[src/rtl/perfPkg.sv]
package perfPkg;

    // Every event counter wraps modulo 2^32
    typedef logic [31:0] counterT;

    // Readout address, eight slots with six mapped
    typedef logic [2:0] perfAddrT;

    localparam perfAddrT AddrTotalBranches = 3'd0;  // All executed branches
    localparam perfAddrT AddrMispredicted  = 3'd1;  // Executed and mispredicted
    localparam perfAddrT AddrCacheMiss     = 3'd2;
    localparam perfAddrT AddrCacheAccess   = 3'd3;  // One per access start
    localparam perfAddrT AddrCacheTimer    = 3'd4;  // Busy cycles
    localparam perfAddrT AddrCacheHit      = 3'd5;  // Derived, accesses minus misses

    // Slots 6 and 7 are left unmapped and read back as zero

    // Cache busy tracking
    typedef enum logic {
        Idle,
        Counting
    } cacheStateT;

endpackage

[src/rtl/perfEventCapture.sv]
`timescale 1ns/10ps

module perfEventCapture (
    input  logic clk,
    input  logic rst,
    input  logic branchExecuted,
    input  logic branchMispredict,
    input  logic cacheMiss,
    input  logic cacheStart,
    input  logic cacheEnd,
    input  logic countEnable,
    input  logic clear,
    output logic evBranchExec,
    output logic evBranchMiss,
    output logic evCacheMiss,
    output logic evCacheStart,
    output logic evCacheEnd,
    output logic clearCounts
);

    logic branchExecReg;
    logic branchMissReg;
    logic cacheMissReg;
    logic cacheStartReg;
    logic cacheEndReg;
    logic enableReg;  // Enable sampled with the strobes
    logic clearReg;

    // One register stage between the core and the counters
    always_ff @(posedge clk or posedge rst) begin
        if (rst) begin
            branchExecReg <= 1'b0;
            branchMissReg <= 1'b0;
            cacheMissReg  <= 1'b0;
            cacheStartReg <= 1'b0;
            cacheEndReg   <= 1'b0;
            enableReg     <= 1'b0;
            clearReg      <= 1'b0;
        end else begin
            branchExecReg <= branchExecuted;
            branchMissReg <= branchMispredict;
            cacheMissReg  <= cacheMiss;
            cacheStartReg <= cacheStart;
            cacheEndReg   <= cacheEnd;
            enableReg     <= countEnable;
            clearReg      <= clear;
        end
    end

    // Events only pass while counting was enabled in the same cycle
    assign evBranchExec = branchExecReg & enableReg;
    assign evBranchMiss = branchMissReg & enableReg;
    assign evCacheMiss  = cacheMissReg & enableReg;
    assign evCacheStart = cacheStartReg & enableReg;
    assign evCacheEnd   = cacheEndReg & enableReg;

    assign clearCounts = clearReg;  // Clear works even with counting off

endmodule

[src/rtl/branchCounter.sv]
`timescale 1ns/10ps

module branchCounter (
    input  logic            clk,
    input  logic            rst,
    input  logic            clearCounts,
    input  logic            evBranchExec,
    input  logic            evBranchMiss,
    output perfPkg::counterT totalBranches,
    output perfPkg::counterT mispredictedBranches
);

    logic countMispredict;

    // A mispredict without an executed branch is noise from the core
    assign countMispredict = evBranchExec & evBranchMiss;

    always_ff @(posedge clk or posedge rst) begin
        if (rst) begin
            totalBranches        <= '0;
            mispredictedBranches <= '0;
        end else if (clearCounts) begin  // Clear beats any event this cycle
            totalBranches        <= '0;
            mispredictedBranches <= '0;
        end else begin
            if (evBranchExec) begin
                totalBranches <= totalBranches + 32'd1;
            end
            if (countMispredict) begin
                mispredictedBranches <= mispredictedBranches + 32'd1;
            end
        end
    end

endmodule

[src/rtl/cacheCounter.sv]
`timescale 1ns/10ps

module cacheCounter (
    input  logic            clk,
    input  logic            rst,
    input  logic            clearCounts,
    input  logic            evCacheMiss,
    input  logic            evCacheStart,
    input  logic            evCacheEnd,
    output perfPkg::counterT countMiss,
    output perfPkg::counterT countAccess,
    output perfPkg::counterT countTimer
);

    import perfPkg::*;

    cacheStateT state;
    cacheStateT nextState;
    logic       timerTick;

    // End has the last word when start and end arrive together
    always_comb begin
        nextState = state;
        if (evCacheStart) begin
            nextState = Counting;
        end
        if (evCacheEnd) begin
            nextState = Idle;
        end
    end

    // Start cycle ticks too but never more than once
    assign timerTick = evCacheStart | (state == Counting);

    always_ff @(posedge clk or posedge rst) begin
        if (rst) begin
            state <= Idle;
        end else if (clearCounts) begin
            state <= Idle;
        end else begin
            state <= nextState;
        end
    end

    always_ff @(posedge clk or posedge rst) begin
        if (rst) begin
            countMiss   <= '0;
            countAccess <= '0;
            countTimer  <= '0;
        end else if (clearCounts) begin
            countMiss   <= '0;
            countAccess <= '0;
            countTimer  <= '0;
        end else begin
            if (evCacheMiss) begin
                countMiss <= countMiss + 32'd1;  // Independent of the access state
            end
            if (evCacheStart) begin
                countAccess <= countAccess + 32'd1;
            end
            if (timerTick) begin
                countTimer <= countTimer + 32'd1;
            end
        end
    end

endmodule

[src/rtl/perfReadout.sv]
`timescale 1ns/10ps

module perfReadout (
    input  logic              clk,
    input  logic              rst,
    input  perfPkg::counterT  totalBranches,
    input  perfPkg::counterT  mispredictedBranches,
    input  perfPkg::counterT  countMiss,
    input  perfPkg::counterT  countAccess,
    input  perfPkg::counterT  countTimer,
    input  logic              rdEn,
    input  perfPkg::perfAddrT rdAddr,
    output perfPkg::counterT  rdData,
    output logic              rdValid
);

    import perfPkg::*;

    counterT cacheHits;
    counterT selData;

    // Wraps when misses run ahead of accesses
    assign cacheHits = countAccess - countMiss;

    always_comb begin
        case (rdAddr)
            AddrTotalBranches: selData = totalBranches;
            AddrMispredicted:  selData = mispredictedBranches;
            AddrCacheMiss:     selData = countMiss;
            AddrCacheAccess:   selData = countAccess;
            AddrCacheTimer:    selData = countTimer;
            AddrCacheHit:      selData = cacheHits;
            default:           selData = '0;  // Unmapped slots
        endcase
    end

    // Counters seen here are the values before this edge
    always_ff @(posedge clk or posedge rst) begin
        if (rst) begin
            rdData <= '0;
        end else if (rdEn) begin
            rdData <= selData;  // Holds until the next read
        end
    end

    always_ff @(posedge clk or posedge rst) begin
        if (rst) begin
            rdValid <= 1'b0;
        end else begin
            rdValid <= rdEn;  // One pulse per request
        end
    end

endmodule

[src/rtl/perfMonitor.sv]
`timescale 1ns/10ps

module perfMonitor (
    input  logic              clk,
    input  logic              rst,
    input  logic              branchExecuted,
    input  logic              branchMispredict,
    input  logic              cacheMiss,
    input  logic              cacheStart,
    input  logic              cacheEnd,
    input  logic              countEnable,
    input  logic              clear,
    input  logic              rdEn,
    input  perfPkg::perfAddrT rdAddr,
    output perfPkg::counterT  rdData,
    output logic              rdValid
);

    import perfPkg::*;

    // Qualified strobes out of capture
    logic evBranchExec;
    logic evBranchMiss;
    logic evCacheMiss;
    logic evCacheStart;
    logic evCacheEnd;
    logic clearCounts;

    counterT totalBranches;
    counterT mispredictedBranches;
    counterT countMiss;
    counterT countAccess;
    counterT countTimer;

    perfEventCapture capture (
        .clk              (clk),
        .rst              (rst),
        .branchExecuted   (branchExecuted),
        .branchMispredict (branchMispredict),
        .cacheMiss        (cacheMiss),
        .cacheStart       (cacheStart),
        .cacheEnd         (cacheEnd),
        .countEnable      (countEnable),
        .clear            (clear),
        .evBranchExec     (evBranchExec),
        .evBranchMiss     (evBranchMiss),
        .evCacheMiss      (evCacheMiss),
        .evCacheStart     (evCacheStart),
        .evCacheEnd       (evCacheEnd),
        .clearCounts      (clearCounts)
    );

    branchCounter branches (
        .clk                  (clk),
        .rst                  (rst),
        .clearCounts          (clearCounts),
        .evBranchExec         (evBranchExec),
        .evBranchMiss         (evBranchMiss),
        .totalBranches        (totalBranches),
        .mispredictedBranches (mispredictedBranches)
    );

    cacheCounter cache (
        .clk          (clk),
        .rst          (rst),
        .clearCounts  (clearCounts),
        .evCacheMiss  (evCacheMiss),
        .evCacheStart (evCacheStart),
        .evCacheEnd   (evCacheEnd),
        .countMiss    (countMiss),
        .countAccess  (countAccess),
        .countTimer   (countTimer)
    );

    // Registered read port, one cycle latency
    perfReadout readout (
        .clk                  (clk),
        .rst                  (rst),
        .totalBranches        (totalBranches),
        .mispredictedBranches (mispredictedBranches),
        .countMiss            (countMiss),
        .countAccess          (countAccess),
        .countTimer           (countTimer),
        .rdEn                 (rdEn),
        .rdAddr               (rdAddr),
        .rdData               (rdData),
        .rdValid              (rdValid)
    );

endmodule

[config.mk]
export PLATFORM = sky130hd
export DESIGN_NAME = perfMonitor
export DESIGN_NICKNAME = d
export VERILOG_FILES = /design/src/rtl/perfPkg.sv /design/src/rtl/perfEventCapture.sv /design/src/rtl/branchCounter.sv /design/src/rtl/cacheCounter.sv /design/src/rtl/perfReadout.sv /design/src/rtl/perfMonitor.sv
export SDC_FILE = /design/constraint.sdc
export NUM_CORES = 1
export LEC_CHECK = 0
export BUFFER_PORTS_ARGS = -buffer_cell sky130_fd_sc_hd__buf_2
export CORE_ASPECT_RATIO = 1.75
export CORE_MARGIN = 8
export CORE_UTILIZATION = 55
export DETAILED_ROUTE_END_ITERATION = 10
export PLACE_DENSITY = 0.75
export SLEW_MARGIN = 20
export SYNTH_ARGS = -nofsm -noshare
export SYNTH_HDL_FRONTEND = slang
export SYNTH_HIERARCHICAL = 1
export SYNTH_SLANG_ARGS = --single-unit
[constraint.sdc]
create_clock -name clk -period 2.6 [get_ports clk]
set_input_delay 0.13 -clock clk [delete_from_list [all_inputs] [get_ports clk]]
set_output_delay 0.13 -clock clk [all_outputs]
set_load 0.01 [all_outputs]
==> impl_metrics.tcl, run 1 <==
set metrics [dict create \
    wire_per_inst_um 22.04 \
    drt-total-wl_um 37600 \
    slowest_delay_ps 470 \
    end_kind "flip-flop" \
    dr.pass1.iters 6 \
    ys_seq_area_share_pct 40.85 \
    final_common_cell "dfrtp_1" \
    rows 72 \
    fin_nets 1448 \
    cts-buffers-inserted 20 \
    sw_frac_of_total_pct 24.53 \
    antenna_found_initial 0 \
    track_usage_pct 27.32 \
    min_period_over_period_pct 98.30 \
    utilization_pct 64.38 \
    path_delay_family "simple AND/OR/NAND/NOR gates" \
    crit_arrival_ps 2990 \
    drtIter0Drc 1010 \
    p_sw_w 0.001679 \
    final_hold_viol_count 0 \
    pin_count 46 \
    synthesis.area_um2 12310 \
    dieArea_um2 27620 \
    async_reset_ff_share_pct 100.0 \
    hold_class "in2async" \
    multiInputGateArea_um2 6930 \
    outcome "finished clean" \
    ys_ff_latch 201 \
    yosysTopAreaCell "dfrtp_1" \
    final_antenna_net_count 0 \
    fp.dieW_um 129.1 \
    num_antenna_cells 0 \
    synth_nets 1350 \
    start_util_pct 55.79 \
    cts.path.max_buffers 3 \
    synth_area_per_cell_um2 9.480 \
    final_cell_mix "200 x dfrtp_1, 190 x nor2_1, 107 x xor2_1" \
    setup_violations 0 \
    cts_root_buffer "clkbuf_16" \
    p_per_area_nw_per_um2 481.8 \
    finalCriticalPeriod_ps 2556 \
    cts.sinks 201 \
    power_frac_comb_pct 9.2 \
    clk_pin_slew_worst_paths_ps 70 \
    p_seq_share_pct 47.0 \
    crit_buf_inv 2 \
    fillers 1821 \
    path_max_fanout 6 \
    syn2layout_area_growth_pct 15.39 \
    ys_top_cells_by_area "dfrtp_1 41%, xor2_1 7.6%, nor2_1 5.8%" \
    synth_cells 1299 \
    grt_pass1_wl_um 58530 \
    p_int_w 0.005167 \
    max_slew_margin_pct 34.48 \
    synth_edf_count 0 \
    portBuffers 45 \
    vias 10610 \
    ys.flop_type "dfrtp_1" \
    fin_worst_skew_ps 6.322 \
    max_freq_mhz 391.3 \
    placed_cell_area_um2 13270 \
    htreeDepth 1 \
    fin_area_um2 14210 \
    ys_warn_count 6 \
    cts_tree "yes" \
    grt-ovfl-total 0 \
    hpwl_um 27290 \
    dp_slack_ps -105.1 \
    final.setup.worst_slack_ps 44.32 \
    critPathSlowestCell "or4b_1" \
    core_area_um2 22070 \
    max_cap_viol_count 0 \
    path_cells "inv_1 -> ha_4 -> buf_4 -> nand4_1 -> nor4_4 -> nor3_2 -> a21oi_4 -> a21oi_2 -> or4b_1 -> nand4b_1" \
    clockPowerShare_pct 43.8 \
    worstPathRequired_ps 3040 \
    p_leak_nw 6.214 \
    die_y_um 213.9 \
    clk_latency_ps 500 \
    drc 0 \
    gp_congestion 0.9223 \
    grt_max_degree 96 \
    worst_pin_slew_ps 981.7 \
    ir_drop_v 0.0005525 \
    synth_top_area_share_pct 40.85 \
    tns_ps 0 \
    first_global_vias 10690 \
    via_per_inst 6.219 \
    seq_area_um2 5034 \
    drv_slew 0 \
    drive_gt1_share_pct 17.38 \
    synth_cell_type_count 76 \
    critPathKind "reg2reg" \
    start_kind "flip-flop" \
]
-- what timing repair did --
action | 4_1_cts | 5_1_grt
setup buffers | 2 | 4
setup endpoints to repair | 6 | 14
resized for setup | 3 | 22
hold endpoints to repair | 94 | 0
hold buffers | 9 | 0
pin swaps | 5 | 13
-- area by class of cell --
| cell class | count | area share [%] |
|---|---|---|
| repair buffers | 139 | 6.886 |
| flip-flops and latches | 201 | 35.42 |
| clock buffers | 31 | 4.385 |
| multi-input cells | 975 | 48.77 |
| well taps | 296 | 2.606 |
| clock inverters | 4 | 0.3170 |
| inverters | 60 | 1.611 |
-- worst register-to-register path, stage by stage (launching register included) --
cell and delay, ps:
dfrtp_1 450, inv_1 110, ha_4 280, buf_4 140
nand4_1 240, nor4_4 380, nor3_2 80, a21oi_4 160
a21oi_2 80, or4b_1 470, nand4b_1 100
-- registers in the layout, indices dropped and copies added, names as in the netlist, 32 cells and up --
register and count:
cache/countAccess 32, cache/countMiss 32, readout/rdData 32, branches/mispredictedBranches 32, cache/countTimer 32, branches/totalBranches 32
-- path summary, 6_finish.rpt --
| path | startpoint | to | slack [ps] | depth (start not counted) |
|---|---|---|---|---|
| min | rst | capture/clearCounts | 150 | 3 |
| min reg2reg | readout/rdData[9] | readout/rdData[9] | 500 | 1 |
| max reg2reg | cache/countMiss[16] | readout/rdData[29] | 40 | 10 |
| min in group clk | clear | capture/clearCounts | 260 | 2 |
| max | cache/countMiss[16] | readout/rdData[29] | 40 | 10 |
| max in group asynchronous | rst | readout/rdData[23] | 1440 | 4 |
-- synthesized netlist by cell type (4+ instances only) --
cell       count
mux4_2        27
nor4_4         4
nand3_1       59
nand3_2        4
nor3_1        32
inv_1         58
nor2_1       190
mux2i_1        9
and4_1        18
and3_1        17
a31oi_1        9
o22ai_1       11
dfrtp_1      201
o21ai_1        6
o2bb2ai_1      5
ha_1          37
and2_1        18
a22oi_1       12
nand4_1       63
a221oi_1      12
o21ai_0       38
a21o_1        14
nor4_1         8
or3_1         13
a222oi_1       4
nand2_1       74
a211oi_1       5
nor2b_1       10
buf_2          9
xnor2_1       59
clkbuf_1      47
xor2_1       107
mux2_2         4
o221ai_1       5
a21oi_1       47
nand2b_1       5
-- kinds of logic after synthesis --
| family | share of synthesized area [%] |
|---|---|
| mux | 6.127 |
| compound gates | 10.78 |
| buf+inv | 4.013 |
| simple gates | 22.51 |
| fa+ha+maj | 3.922 |
| xor+xnor | 11.81 |
| flops | 40.85 |
-- per-layer routing --
layer | part of all wire (%) | GRT usage, %
met2 | 52 | 47.16
met5 | 0 | 0
met3 | 5.4 | 3.212
met1 | 34 | 28.99
met4 | 8.6 | 22.21
-- power groups by stage --
stage | registers (W) | clock network, W | logic, W
3_3_place_gp | 0.00327 | 0 | 0.000579
6_report | 0.00322 | 0.00300 | 0.000632
2_1_floorplan | 0.00328 | 0 | 0.000367
4_1_cts | 0.00321 | 0.00304 | 0.000612
3_5_place_dp | 0.00327 | 0 | 0.000588
5_1_grt | 0.00322 | 0.00314 | 0.000687
-- metrics by stage --
step / hold slack, ps / power [W] / cells
6_report: 149.4 / 0.006846 / 1706
2_1_floorplan: -66.60 / 0.003643 / 1299
3_5_place_dp: 124.1 / 0.003862 / 1656
4_1_cts: 141.9 / 0.006868 / 1702
5_1_grt: 195.5 / 0.007051 / 1706
3_3_place_gp: 121.3 / 0.003851 / 1656
No activity file was read; power rests on OpenSTA's default activity.
==> inputs of run 2 (changes only) <==
--- a/config.mk
+++ b/config.mk
@@ -5,12 +5,15 @@
 export SDC_FILE = /design/constraint.sdc
 export NUM_CORES = 1
 export LEC_CHECK = 0
+export ABC_AREA = 0
 export BUFFER_PORTS_ARGS = -buffer_cell sky130_fd_sc_hd__buf_2
+export CELL_PAD_IN_SITES_DETAIL_PLACEMENT = 1
+export CELL_PAD_IN_SITES_GLOBAL_PLACEMENT = 2
 export CORE_ASPECT_RATIO = 1.75
 export CORE_MARGIN = 8
-export CORE_UTILIZATION = 55
+export CORE_UTILIZATION = 37
 export DETAILED_ROUTE_END_ITERATION = 10
-export PLACE_DENSITY = 0.75
+export PLACE_DENSITY_LB_ADDON = 0.1
 export SLEW_MARGIN = 20
 export SYNTH_ARGS = -nofsm -noshare
 export SYNTH_HDL_FRONTEND = slang
==> impl_metrics.tcl, run 2 (synthesis results as in run 1) <==
set metrics [dict create \
    outcome "finished clean" \
    fin_nets 1506 \
    final_antenna_net_count 0 \
    final-instance-count-excl-fill 1876 \
    hpwl_um 34730 \
    fin_worst_skew_ps 13.80 \
    drtIter0Drc 434 \
    placed_cell_area_um2 13830 \
    top_layer_used "met5" \
    cts-buffers-inserted 23 \
    setup_violations 0 \
    track_usage_pct 23.20 \
    grt_max_degree 115 \
    gp_congestion 0.8700 \
    max_slew_margin_pct 50.25 \
    htreeDepth 1 \
    num_antenna_cells 0 \
    slowest_delay_ps 430 \
    path_max_fanout 4 \
    syn2layout_area_growth_pct 21.16 \
    max_freq_mhz 395.3 \
    pin_count 46 \
    via_per_inst 5.686 \
    drv_slew 0 \
    cts.path.max_buffers 3 \
    start_util_pct 37.40 \
    path_cells "ha_4 -> fa_2 -> nor2b_2 -> o31a_1 -> o21ai_2 -> a21boi_2 -> a21o_4 -> buf_6 -> a21o_4 -> a41oi_2 -> xnor2_1 -> o22ai_1" \
    fp.dieW_um 153.9 \
    final_cell_mix "200 x dfrtp_1, 190 x nor2_1, 134 x buf_4" \
    die_y_um 257.3 \
    cts_tree "yes" \
    rsz0062_at_grt "true" \
    min_period_over_period_pct 97.30 \
    max_cap_viol_count 0 \
    reg2reg_slack_ps 70 \
    dr.pass1.iters 6 \
    grt_pass1_wl_um 70740 \
    fillers 3763 \
    drc 0 \
    drt-met1-wl_um 17300 \
    drive_gt1_share_pct 21.07 \
    wire_per_inst_um 24.31 \
    cts.sinks 201 \
    core_area_um2 32920 \
    drt-total-wl_um 45610 \
    critPathSlowestCell "dfrtp_1" \
    worst_pin_slew_ps 746.2 \
    dieArea_um2 39610 \
    final_hold_viol_count 0 \
    clk_latency_ps 530 \
    fin_area_um2 14920 \
    antenna_found_initial 1 \
    grt-ovfl-total 0 \
    p_per_area_nw_per_um2 478.7 \
    p_leak_nw 6.526 \
    portBuffers 45 \
    crit_arrival_ps 2920 \
    clk_pin_slew_worst_paths_ps 60 \
    wl_met3_um 1150 \
    vias 10670 \
    start_kind "flip-flop" \
    worstPathRequired_ps 3000 \
    rows 88 \
    end_kind "flip-flop" \
    dp_cells 1816 \
    critPathKind "reg2reg" \
    crit_top_cell "a21o_4" \
    cts_root_buffer "clkbuf_16" \
    hold_class "in2async" \
    final_common_cell "dfrtp_1" \
    finalCriticalPeriod_ps 2530 \
    first_global_vias 11540 \
    wl_met2_um 25130 \
    ir_drop_v 0.0004560 \
]
==> run 2: cell types whose count changed in the layout (fill, tap and decap cells not counted), sizes merged <==
cell	previous run	this run
buf	130	185
clkbuf	31	34
clkinv	4	7
clkinvlp	1	2
inv	58	57
==> run 2: critical path: cells and delay by family, from the launching register on <==
family / cells / cell delay [ps]
flops: 1 / 430
xor+xnor: 1 / 170
buf+inv: 1 / 100
simple gates: 1 / 140
fa+ha+maj: 2 / 520
compound gates: 7 / 1050
==> run 2: metrics by stage <==
stage | setup TNS, ps | total power (W) | hold slack, ps | worst slack, ps | util, %
2_1_floorplan | 0 | 0.003643 | -66.60 | 46.45 | -
3_3_place_gp | -1370 | 0.003913 | 111.0 | -237.1 | 42.00
3_5_place_dp | -2056 | 0.003919 | 109.4 | -296.6 | 42.00
4_1_cts | -11.84 | 0.007235 | 92.44 | -11.84 | 44.95
5_1_grt | -176.2 | 0.007379 | 131.3 | -50.33 | 45.32
6_report | 0 | 0.007142 | 108.8 | 70.17 | 45.32
==> run 2: final timing paths <==
| kind | end | cells past startpoint | startpoint |
|---|---|---|---|
| max | readout/rdData[24] | 12 | cache/countMiss[0] |
| min | readout/rdData[1] | 3 | rst |
| max reg2reg | readout/rdData[24] | 12 | cache/countMiss[0] |
| min reg2reg | readout/rdData[11] | 1 | readout/rdData[11] |
| max in group asynchronous | cache/countTimer[9] | 4 | rst |
| min in group clk | readout/rdData[1] | 4 | rdAddr[2] |
==> run 2: per-layer routing <==
layer / up-vias / GRT usage (%)
li1: 4918 / -
met1: 5487 / 25.40
met2: 163 / 44.29
met3: 96 / 2.182
met4: 2 / 10.11
met5: - / 0
==> run 2: power breakdown <==
part / internal, W / switching (W)
clock network: 0.00184 / 0.00139
logic: 0.000272 / 0.000419
registers: 0.00317 / 0.0000473
total: 0.00529 / 0.00185
==> run 2: area by class of cell <==
cell class                 count  area (um^2)  share of cell area [%]
clock buffer                  34        656.9                   4.403
clock inverter                 7        62.56                  0.4193
inverter                      60        229.0                   1.535
multi-input combinational    975         6999                   46.91
sequential                   201         5034                   33.74
tap                          405        506.7                   3.396
timing repair buffer         194         1433                   9.602
==> run 2: what timing repair did <==
action	CTS	global route
hold buffers	9	0
setup endpoints to repair	15	16
pin swaps	13	14
resized for setup	19	18
endpoints found under the hold margin	181	0
gates cloned	0	0
buffers inserted	6	4
